File: config.mk
export PLATFORM = sky130hd
export DESIGN_NAME = mips_core
export DESIGN_NICKNAME = d
export VERILOG_FILES = /design/src/verilog/mips_pkg.sv /design/src/verilog/axil_fetch.sv /design/src/verilog/instr_decode.sv /design/src/verilog/reg_file.sv /design/src/verilog/next_instruction.sv /design/src/verilog/mips_core.sv
export SDC_FILE = /design/constraint.sdc
export NUM_CORES = 2
export LEC_CHECK = 0
export ABC_CLOCK_PERIOD_IN_PS = 6000
export BUFFER_PORTS_ARGS = -buffer_cell sky130_fd_sc_hd__clkbuf_2
export CORE_MARGIN = 5
export CORE_UTILIZATION = 59
export CTS_BUF_LIST = sky130_fd_sc_hd__clkbuf_8
export CTS_CLUSTER_SIZE = 16
export DETAILED_ROUTE_END_ITERATION = 7
export PLACE_DENSITY = 0.81
export SLEW_MARGIN = 5
export SYNTH_ARGS = -nofsm -noshare
export SYNTH_HDL_FRONTEND = slang
export SYNTH_SLANG_ARGS = --single-unit
File: constraint.sdc
create_clock -name clk -period 6 [get_ports clk]
set_clock_uncertainty 0.2 [all_clocks]
set_input_delay 0.9 -clock clk [delete_from_list [all_inputs] [get_ports clk]]
set_output_delay 0.9 -clock clk [all_outputs]
set_load 0.05 [all_outputs]
File: src/verilog/mips_pkg.sv
`default_nettype none

package mips_pkg;

    typedef logic [31:0] word_t;
    typedef logic [31:0] addr_t;
    typedef logic [4:0]  reg_idx_t;
    typedef logic [5:0]  opcode_t;
    typedef logic [5:0]  funct_t;
    typedef logic [15:0] imm16_t;
    typedef logic [25:0] index26_t;

    // primary opcodes.
    localparam opcode_t OP_SPECIAL = 6'h00;
    localparam opcode_t OP_REGIMM  = 6'h01;
    localparam opcode_t OP_J       = 6'h02;
    localparam opcode_t OP_JAL     = 6'h03;
    localparam opcode_t OP_BEQ     = 6'h04;
    localparam opcode_t OP_BNE     = 6'h05;
    localparam opcode_t OP_BLEZ    = 6'h06;
    localparam opcode_t OP_BGTZ    = 6'h07;
    localparam opcode_t OP_ADDIU   = 6'h09;

    // function codes under OP_SPECIAL.
    localparam funct_t FN_JR   = 6'h08;
    localparam funct_t FN_JALR = 6'h09;

    // rt field codes under OP_REGIMM.
    localparam reg_idx_t RT_BLTZ   = 5'h00;
    localparam reg_idx_t RT_BGEZ   = 5'h01;
    localparam reg_idx_t RT_BLTZAL = 5'h10;
    localparam reg_idx_t RT_BGEZAL = 5'h11;

    localparam reg_idx_t LINK_REG = 5'd31;

    typedef enum logic [3:0] {
        CTRL_NOP,
        CTRL_ADDIU,
        CTRL_J,
        CTRL_JAL,
        CTRL_JR,
        CTRL_JALR,
        CTRL_BEQ,
        CTRL_BNE,
        CTRL_BGEZ,
        CTRL_BGEZAL,
        CTRL_BGTZ,
        CTRL_BLEZ,
        CTRL_BLTZ,
        CTRL_BLTZAL
    } ctrl_op_e;

    typedef enum logic [1:0] {
        PH_FETCH,
        PH_EXEC1,
        PH_EXEC2
    } phase_e;

    typedef struct packed {
        ctrl_op_e op;
        reg_idx_t rs;
        reg_idx_t rt;
        reg_idx_t rd;
        imm16_t   imm16;
        index26_t index26;
    } decoded_t;

    // one entry per retired instruction.
    typedef struct packed {
        logic     valid;
        addr_t    pc;
        word_t    instr;
        logic     wr_en;
        reg_idx_t wr_idx;
        word_t    wr_data;
        addr_t    next_pc;
    } retire_t;

endpackage

`default_nettype wire

File: src/verilog/axil_fetch.sv
`timescale 1ns/100ps
`default_nettype none

module axil_fetch (
    input  wire logic            clk,
    input  wire logic            arst_n,
    input  wire logic            fetch_req,
    input  mips_pkg::addr_t      fetch_addr,
    output logic                 arvalid,
    input  wire logic            arready,
    output mips_pkg::addr_t      araddr,
    input  wire logic            rvalid,
    output logic                 rready,
    input  mips_pkg::word_t      rdata,
    output logic                 fetch_done,
    output mips_pkg::word_t      instr
);

    typedef enum logic [1:0] {
        FS_IDLE,
        FS_ADDR,
        FS_DATA
    } fetch_state_e;

    fetch_state_e state;

    always_ff @(posedge clk or negedge arst_n) begin
        if (!arst_n) begin
            state <= FS_IDLE;
        end else begin
            case (state)
                FS_IDLE: if (fetch_req) state <= FS_ADDR;
                FS_ADDR: if (arready) state <= FS_DATA;
                FS_DATA: if (rvalid) state <= FS_IDLE;
                default: state <= FS_IDLE;
            endcase
        end
    end

    // address is captured with the request and held through the handshake.
    always_ff @(posedge clk) begin
        if (state == FS_IDLE && fetch_req) begin
            araddr <= fetch_addr;
        end
        if (fetch_done) begin
            instr <= rdata;
        end
    end

    assign arvalid    = (state == FS_ADDR);
    assign rready     = (state == FS_DATA);
    assign fetch_done = rready && rvalid;

endmodule

`default_nettype wire

File: src/verilog/instr_decode.sv
`timescale 1ns/100ps
`default_nettype none

module instr_decode (
    input  mips_pkg::word_t    instr,
    output mips_pkg::decoded_t dec
);

    mips_pkg::opcode_t opcode;
    mips_pkg::funct_t  funct;

    assign opcode = instr[31:26];
    assign funct  = instr[5:0];

    always_comb begin
        dec.rs      = instr[25:21];
        dec.rt      = instr[20:16];
        dec.rd      = instr[15:11];
        dec.imm16   = instr[15:0];
        dec.index26 = instr[25:0];
        dec.op      = mips_pkg::CTRL_NOP;

        case (opcode)
            mips_pkg::OP_SPECIAL: begin
                case (funct)
                    mips_pkg::FN_JR:   dec.op = mips_pkg::CTRL_JR;
                    mips_pkg::FN_JALR: dec.op = mips_pkg::CTRL_JALR;
                    default:           dec.op = mips_pkg::CTRL_NOP;
                endcase
            end
            // branch kind sits in the rt field here.
            mips_pkg::OP_REGIMM: begin
                case (instr[20:16])
                    mips_pkg::RT_BLTZ:   dec.op = mips_pkg::CTRL_BLTZ;
                    mips_pkg::RT_BGEZ:   dec.op = mips_pkg::CTRL_BGEZ;
                    mips_pkg::RT_BLTZAL: dec.op = mips_pkg::CTRL_BLTZAL;
                    mips_pkg::RT_BGEZAL: dec.op = mips_pkg::CTRL_BGEZAL;
                    default:             dec.op = mips_pkg::CTRL_NOP;
                endcase
            end
            mips_pkg::OP_J:     dec.op = mips_pkg::CTRL_J;
            mips_pkg::OP_JAL:   dec.op = mips_pkg::CTRL_JAL;
            mips_pkg::OP_BEQ:   dec.op = mips_pkg::CTRL_BEQ;
            mips_pkg::OP_BNE:   dec.op = mips_pkg::CTRL_BNE;
            mips_pkg::OP_BLEZ:  dec.op = mips_pkg::CTRL_BLEZ;
            mips_pkg::OP_BGTZ:  dec.op = mips_pkg::CTRL_BGTZ;
            mips_pkg::OP_ADDIU: dec.op = mips_pkg::CTRL_ADDIU;
            default:            dec.op = mips_pkg::CTRL_NOP;
        endcase
    end

endmodule

`default_nettype wire

File: src/verilog/reg_file.sv
`timescale 1ns/100ps
`default_nettype none

module reg_file (
    input  wire logic          clk,
    input  mips_pkg::reg_idx_t rs_idx,
    input  mips_pkg::reg_idx_t rt_idx,
    output mips_pkg::word_t    rs_data,
    output mips_pkg::word_t    rt_data,
    input  wire logic          wr_en,
    input  mips_pkg::reg_idx_t wr_idx,
    input  mips_pkg::word_t    wr_data
);

    mips_pkg::word_t regs [32];

    always_ff @(posedge clk) begin
        if (wr_en) begin
            regs[wr_idx] <= wr_data;
        end
    end

    // entry 0 may get written but is never seen.
    assign rs_data = (rs_idx == '0) ? '0 : regs[rs_idx];
    assign rt_data = (rt_idx == '0) ? '0 : regs[rt_idx];

endmodule

`default_nettype wire

File: src/verilog/next_instruction.sv
`timescale 1ns/100ps
`default_nettype none

module next_instruction (
    input  wire logic          clk,
    input  wire logic          arst_n,
    output logic               fetch_req,
    output mips_pkg::addr_t    pc,
    input  wire logic          fetch_done,
    input  mips_pkg::word_t    instr,
    input  mips_pkg::decoded_t dec,
    input  mips_pkg::word_t    rs_data,
    input  mips_pkg::word_t    rt_data,
    output logic               wr_en,
    output mips_pkg::reg_idx_t wr_idx,
    output mips_pkg::word_t    wr_data,
    output mips_pkg::retire_t  retire
);

    mips_pkg::phase_e phase;
    logic             booted;
    logic             exec2;
    logic             taken;
    logic             link_en;
    mips_pkg::word_t  rs_q;
    mips_pkg::word_t  rt_q;
    mips_pkg::word_t  imm_sext;
    mips_pkg::addr_t  pc_plus4;
    mips_pkg::addr_t  branch_target;
    mips_pkg::addr_t  jump_target;
    mips_pkg::addr_t  next_pc;

    assign exec2         = (phase == mips_pkg::PH_EXEC2);
    assign imm_sext      = {{16{dec.imm16[15]}}, dec.imm16};
    assign pc_plus4      = pc + 32'd4;
    assign branch_target = pc_plus4 + {imm_sext[29:0], 2'b00};
    assign jump_target   = {pc_plus4[31:28], dec.index26, 2'b00};

    // branch conditions compare as signed words.
    always_comb begin
        case (dec.op)
            mips_pkg::CTRL_BEQ:    taken = (rs_q == rt_q);
            mips_pkg::CTRL_BNE:    taken = (rs_q != rt_q);
            mips_pkg::CTRL_BGEZ,
            mips_pkg::CTRL_BGEZAL: taken = ($signed(rs_q) >= 0);
            mips_pkg::CTRL_BGTZ:   taken = ($signed(rs_q) > 0);
            mips_pkg::CTRL_BLEZ:   taken = ($signed(rs_q) <= 0);
            mips_pkg::CTRL_BLTZ,
            mips_pkg::CTRL_BLTZAL: taken = ($signed(rs_q) < 0);
            default:               taken = 1'b0;
        endcase
    end

    always_comb begin
        case (dec.op)
            mips_pkg::CTRL_J,
            mips_pkg::CTRL_JAL:  next_pc = jump_target;
            mips_pkg::CTRL_JR,
            mips_pkg::CTRL_JALR: next_pc = {rs_q[31:2], 2'b00};
            default:             next_pc = taken ? branch_target : pc_plus4;
        endcase
    end

    // link writes happen whether or not the branch is taken.
    always_comb begin
        link_en = 1'b1;
        wr_idx  = mips_pkg::LINK_REG;
        wr_data = pc_plus4;
        case (dec.op)
            mips_pkg::CTRL_JAL,
            mips_pkg::CTRL_BGEZAL,
            mips_pkg::CTRL_BLTZAL: wr_idx = mips_pkg::LINK_REG;
            mips_pkg::CTRL_JALR:   wr_idx = dec.rd;
            mips_pkg::CTRL_ADDIU: begin
                wr_idx  = dec.rt;
                wr_data = rs_q + imm_sext;
            end
            default: link_en = 1'b0;
        endcase
    end

    assign wr_en = exec2 && link_en;

    always_ff @(posedge clk or negedge arst_n) begin
        if (!arst_n) begin
            phase     <= mips_pkg::PH_FETCH;
            pc        <= '0;
            booted    <= 1'b0;
            fetch_req <= 1'b0;
            retire    <= '0;
        end else begin
            booted    <= 1'b1;
            fetch_req <= !booted || exec2;
            case (phase)
                mips_pkg::PH_FETCH: if (fetch_done) phase <= mips_pkg::PH_EXEC1;
                mips_pkg::PH_EXEC1: phase <= mips_pkg::PH_EXEC2;
                default: begin
                    phase <= mips_pkg::PH_FETCH;
                    pc    <= next_pc;
                end
            endcase
            retire.valid <= exec2;
            if (exec2) begin
                retire.pc      <= pc;
                retire.instr   <= instr;
                retire.wr_en   <= wr_en;
                retire.wr_idx  <= wr_idx;
                retire.wr_data <= wr_data;
                retire.next_pc <= next_pc;
            end
        end
    end

    // operands are sampled at the end of exec1.
    always_ff @(posedge clk) begin
        if (phase == mips_pkg::PH_EXEC1) begin
            rs_q <= rs_data;
            rt_q <= rt_data;
        end
    end

endmodule

`default_nettype wire

File: src/verilog/mips_core.sv
`timescale 1ns/100ps
`default_nettype none

module mips_core (
    input  wire logic          clk,
    input  wire logic          arst_n,
    output logic               arvalid,
    input  wire logic          arready,
    output mips_pkg::addr_t    araddr,
    input  wire logic          rvalid,
    output logic               rready,
    input  mips_pkg::word_t    rdata,
    output mips_pkg::retire_t  retire
);

    logic               fetch_req;
    logic               fetch_done;
    mips_pkg::addr_t    pc;
    mips_pkg::word_t    instr;
    mips_pkg::decoded_t dec;
    mips_pkg::word_t    rs_data;
    mips_pkg::word_t    rt_data;
    logic               wr_en;
    mips_pkg::reg_idx_t wr_idx;
    mips_pkg::word_t    wr_data;

    axil_fetch u_fetch (
        .clk        (clk),
        .arst_n     (arst_n),
        .fetch_req  (fetch_req),
        .fetch_addr (pc),
        .arvalid    (arvalid),
        .arready    (arready),
        .araddr     (araddr),
        .rvalid     (rvalid),
        .rready     (rready),
        .rdata      (rdata),
        .fetch_done (fetch_done),
        .instr      (instr)
    );

    instr_decode u_decode (
        .instr (instr),
        .dec   (dec)
    );

    reg_file u_regs (
        .clk     (clk),
        .rs_idx  (dec.rs),
        .rt_idx  (dec.rt),
        .rs_data (rs_data),
        .rt_data (rt_data),
        .wr_en   (wr_en),
        .wr_idx  (wr_idx),
        .wr_data (wr_data)
    );

    next_instruction u_next (
        .clk        (clk),
        .arst_n     (arst_n),
        .fetch_req  (fetch_req),
        .pc         (pc),
        .fetch_done (fetch_done),
        .instr      (instr),
        .dec        (dec),
        .rs_data    (rs_data),
        .rt_data    (rt_data),
        .wr_en      (wr_en),
        .wr_idx     (wr_idx),
        .wr_data    (wr_data),
        .retire     (retire)
    );

endmodule

`default_nettype wire

Yosys cells after proc, flatten, opt, wreduce, memory -nomap -nowiden

Memories as Yosys holds them, arrays and structs flattened. A register that Yosys moved wholly into a read port is not among the register bits.
Index checks and enable logic that the tools add are counted.

Add/subtract/negate cells: 3
Divide/modulo/power cells: 0
Shift operators: 0
Multipliers: 0
Magnitude comparators: 4
Mux-type cells: 17
Equality and inequality tests: 36
Bitwise logic cells: 0
Reduce and logical (&&, ||, !) cells: 17

Operator list:

| operator                | count |
|---|---|
| $add A32 B32 Y32        | 2 |
| $mux W32                | 2 |
| $pmux W32 S2            | 1 |
| $pmux W4 S9             | 1 |
| $add A32 B3 Y32 const B | 1 |
| $eq A32 B32 Y1          | 1 |
| $ge A32 B1 Y1 const B   | 1 |
| $gt A32 B1 Y1 const B   | 1 |
| $le A32 B1 Y1 const B   | 1 |
| $lt A32 B1 Y1 const B   | 1 |
| $ne A32 B32 Y1          | 1 |
| $eq A4 B4 Y1 const B    | 6 |
| $eq A6 B3 Y1 const B    | 4 |
| $eq A6 B4 Y1 const B    | 3 |
| $eq A4 B3 Y1 const B    | 4 |
| $pmux W4 S4             | 1 |
| $eq A6 B2 Y1 const B    | 2 |
| $eq A5 B5 Y1 const B    | 2 |
| $logic_not A5 Y1        | 2 |
| $pmux W5 S2             | 1 |
| $reduce_or A2 Y1        | 5 |
| $eq A4 B2 Y1 const B    | 2 |
| $mux W2                 | 4 |
| $eq A6 B1 Y1 const B    | 1 |
| 18 further kinds        | 27 |

Memory bits (writable): 1024
Latch bits: 0
Memory bits (read-only): 0
Input bits: 36
Memories: 1
Word-level logic and storage cells: 92
Register bits after elaboration: 237
Output and inout port bits: 169

Memories:

| memory      | words | width | rd ports | clocked after Yosys merged registers in | write ports | line           | source |
|---|---|---|---|---|---|---|---|
| u_regs.regs | 32    | 32    | 2        | 2                                       | 1           | reg_file.sv:15 | `mips_pkg::word_t regs [32];` |

Depth between registers and ports, before layout

Depth in word-level cells: 9
Gate-level depth with buffers: 18

Cells and area by module

A second synthesis with hierarchy kept.

Cell total of the unflattened synthesis: 4020
Area, all modules: 63234.4 um2

By module, submodules not included:

| module           | area each (um2) | instances | cells each | sequential area each (um2) |
|---|---|---|---|---|
| reg_file         | 46960.0         | 1         | 2400       | 30749.5 |
| next_instruction | 13664.4         | 1         | 1466       | 6200.9 |
| axil_fetch       | 2025.7          | 1         | 74         | 1971.9 |
| instr_decode     | 584.3           | 1         | 80         | 0.0 |

Least setup slack after synthesis

Ideal clock, no wire load.

Path kind: register to register
Start: register u_fetch.instr[15]
End: memory u_regs.regs[0][30] (netlist name), data pin
Buffers on the path: 0
Setup slack: 1427 ps
Data arrival time: 3919 ps
Stages on the path, launching flop included: 9
Cells stage by stage: edfxtp_1 > ha_1 > and3_1 > a221oi_1 > a21oi_1 > nor4_2 > o31ai_1 > xnor2_1 > o21ai_0

Word-level cells in the longest chain between the ends: 2

RTL lines:

| what                   | line                   | source |
|---|---|---|
| from (decl)            | axil_fetch.sv:16       | `output mips_pkg::word_t instr` |
| from (signal assigned) | axil_fetch.sv:46       | `instr <= rdata;` |
| $add A32 B32 Y32       | next_instruction.sv:76 | `wr_data = rs_q + imm_sext;` |
| $mux W32               | next_instruction.sv:69 | `case (dec.op)` |
| via u_next.wr_data[30] | next_instruction.sv:16 | `output mips_pkg::word_t wr_data,` |
| to (decl)              | reg_file.sv:15         |  |

The timed path passes the listed nets, and every way through them passes these cells.

Worst setup path after layout

Start: register u_next.pc[4]
End: register u_next.pc[26]

Word-level cells in the longest chain between the ends: 4

RTL lines:

| what                   | line                   | source |
|---|---|---|
| from (decl)            | next_instruction.sv:8  | `output mips_pkg::addr_t pc,` |
| from (signal assigned) | next_instruction.sv:99 | `pc <= next_pc;` |
| $add A32 B3 Y32 (*)    | next_instruction.sv:35 | `assign pc_plus4 = pc + 32'd4;` |
| $add A32 B32 Y32       | next_instruction.sv:36 | `assign branch_target = pc_plus4 + {imm_sext[29:0], 2'b00};` |
| $mux W32 (*)           | next_instruction.sv:60 | `default: next_pc = taken ? branch_target : pc_plus4;` |
| $pmux W32 S2 (*)       | next_instruction.sv:55 | `case (dec.op)` |

Every way passes the cells marked *; elsewhere a longest branch is shown, timed or not.
A chain may end at the register's enable or synchronous reset.

==> impl_metrics.ini <==
[worst_setup_path]
cp_max_fo = 8
critPathSlowestCell = a2111oi_0
cp.required_ns = 6.57
start_kind = flop
cp_common_cell = nand2_1
critical_path_buf_inv_count = 1
path_class = flop to flop
arrival_ns = 5.58
path_delay_family = compound AO/OA/AOI/OAI gates
path_cells = and4_1, nand4_1, or3_1, inv_2, nand2_1, xnor2_1, ha_1, a21oi_1, o21bai_1, a2111oi_0, o31ai_1, nand2_1, a21boi_0, o21a_1, o31a_1, o21ai_0
worstReg2RegStart = u_next.pc[4]$_DFFE_PN0N_
cp-end-kind = flop
cpPeakStageDelay_ns = 0.79
cp-startpoint = u_next.pc[4]$_DFFE_PN0N_

[min_path]
hp-class = input pin to flop
hp-start = rvalid

[global_route]
antenna_found_initial = 8
grt_usage_pct = 31.4
grt_pass1_wl_um = 257000
grt_pass1_vias = 38700
grt_max_degree = 142
overflow = 0

[synthesis]
synth_area_um2 = 62500
synth-async-reset-ratio_pct = 13.1
synth.distinct_cells = 77
ys_top_cells_by_area = edfxtp_1 (55%), mux4_2 (23%), dfrtp_1 (6.9%)
ys_seq_area_share_pct = 62.2
synth_top_area_share_pct = 55.3
synthCells = 3579
avgSynthCellArea_um2 = 17.5
synth_edf_count = 1152
synthFlopType = edfxtp_1
synth-seq-cells = 1325
synth_fp_nets = 3678
synth_top_area_cell = edfxtp_1
ys_warn_count = 0

[pwr]
vdd_drop_max_uv = 570
p_per_area_nw_per_um2 = 404
power_mw = 28.3
p_leak_nw = 24.2

[drt]
dr_wl_met3_um = 20900
maxUsedRoutingLayer = met4
route.met2.wl_um = 86600
via_per_inst = 7.00
post-route-drc-count = 0
vias = 38300
post_drt_wl_per_cell_um = 32.2
ant_nets = 0
drt_iter0_markers = 5453
drtPass1Iterations = 6
routed_wl_um = 176000
wl_met1_um = 60200

[place]
dp.cells = 5045
place_congestion = 0.955
io_buffer_count = 204
dp_hpwl_um = 109000

[final_layout]
final_cells = 5466
fin_util_pct = 66.6
drive_gt1_share_pct = 32.8
area_delta_synth_final_pct = 12.1
nets = 3991

[die]
initial_core_util_pct = 59.4
num_io_pins = 205
core_region_area_um2 = 105000
die_area_um2 = 113000
rows = 119
chipWidth_um = 336
die_h_um = 336

[clocking]
cts_resized = 0
cts.clk_slew.worst_paths_ns = 0.07
root_buffer = clkbuf_8
postCtsSetupBuffers = 0
cts_buffers = 202
cts_buffer_depth = 3
cts_max_level = 4
clk_latency_ns = 0.91
tritoncts = built
clock_sinks = 1325

[timing]
layout_min_cycle_time_ns = 5.01
slew_headroom_pct = 13.5
worst_slew_pin_slew_ns = 1.29
period_share_pct = 83.4
setup_violations = 0
clock.fmax_mhz = 200
finalSetupTns_ns = 0
report.final.slew_viol_count = 0
hold_violations = 0
rsz0062_at_grt = false

[run_status]
status = completed

[flow_run]
drv_cap = 0
==> placed cells by master, fill, tap and decap left out, types with 12 or more instances in the layout <==
master	netlist	final
a21oi_1	108	97
nor2_4	0	33
xor2_1	26	26
a22o_1	30	30
nor4_1	13	13
and3_1	18	17
xnor2_1	72	72
nand3_1	25	24
nor2_1	169	135
and2_1	13	12
mux2i_1	50	48
buf_4	1	83
nand2_1	335	335
a31oi_1	19	19
clkinv_2	0	37
a21o_1	28	28
inv_1	59	112
mux2_2	32	32
o21ai_0	99	92
ha_1	61	61
clkinv_1	0	53
a211oi_1	17	17
buf_12	0	17
edfxtp_1	1152	1152
mux4_2	635	635
dlygate4sd3_1	0	34
nand4_1	21	21
clkbuf_8	0	214
dfrtp_1	173	172
clkbuf_2	1	203
nor3_1	22	22
==> report_power, final <==
group	internal (mW)	switching (mW)
logic	2.52	6.08
registers	11.9	0.607
clock network	3.58	3.62
==> kinds of logic after synthesis <==
logic type / after synthesis / share of synthesized area (%)
other: 1 / 0.00600
adders and majority gates: 63 / 1.28
muxes: 727 / 24.4
DFF: 1325 / 62.2
and+or+nand+nor: 681 / 4.84
buffers and inverters: 290 / 1.78
AOI/OAI and AO/OA: 394 / 4.06
xor gates and xnor gates: 98 / 1.37
==> sequential cells by signal, summed over array words and instances (netlist names), 2 cells and up <==
register	count
u_fetch.state	2
u_fetch.araddr	32
u_next.rt_q	32
u_next.rs_q	32
u_next.retire	135
u_next.phase	2
u_fetch.instr	32
u_regs.regs	1024
u_next.pc	32
==> metal layers <==
metal	vias up	GRT usage, %
met4	0	13.6
met2	2955	50.7
met3	423	7.18
met5	-	0
li1	15300	-
met1	19600	41.7
==> cell usage after synthesis, types with 22 or more instances <==
cell	n
edfxtp_1	1152
mux4_2	635
nand2_1	335
dfrtp_1	173
nor2_1	169
clkbuf_1	141
a21oi_1	108
o21ai_0	99
buf_1	76
xnor2_1	72
ha_1	61
inv_1	59
mux2i_1	50
mux2_2	32
a22o_1	30
a21o_1	28
xor2_1	26
nand3_1	25
nor3_1	22
==> area by class of cell <==
type / instances / area (um2)
Sequential cell: 1325 / 38900
Clock inverter: 165 / 940
Multi-Input combinational cell: 1964 / 23000
Antenna cell: 9 / 22.5
Inverter: 61 / 231
Clock buffer: 213 / 2930
Fill cell: 6701 / 35200
Timing Repair Buffer: 338 / 2330
Tap cell: 1391 / 1740
==> worst min-delay path, stage by stage <==
cell	delay [ns]
clkbuf_2	0.09
inv_1	0.05
a22o_1	0.12
==> per-stage QoR <==
step           hold slack (ns)  worst slack (ns)  instance area (um2)
2_1_floorplan            0.182              1.43                62500
3_3_place_gp             0.190              1.19                65800
3_5_place_dp             0.187              1.11                65800
4_1_cts                 0.0441              1.06                70100
5_1_grt                 0.0983             0.817                70100
6_report                 0.117             0.994                70100
==> what timing repair did <==
item	4_1_cts	5_1_grt
setup endpoints to repair	0	0
hold buffers	34	0
endpoints found under the hold margin	76	0
==> final timing paths <==
| kind | endpoint | slack, ns | cells past startpoint |
|---|---|---|---|
| worst max register to register | u_next.pc[26]$_DFFE_PN0N_ | 0.99 | 16 |
| worst max-delay path | u_next.pc[26]$_DFFE_PN0N_ | 0.99 | 16 |
| min in group asynchronous | u_next.retire[71]$_DFFE_PN0P_ | 0.30 | 2 |
| max in group asynchronous | u_next.retire[58]$_DFFE_PN0P_ | 4.03 | 3 |
| worst min register to register | u_next.fetch_req$_DFF_PN0_ | 0.19 | 1 |
| worst min-delay path | u_fetch.state[1]$_DFFE_PN0P_ | 0.12 | 3 |
Note: power is estimated with default switching activity, not from simulation.
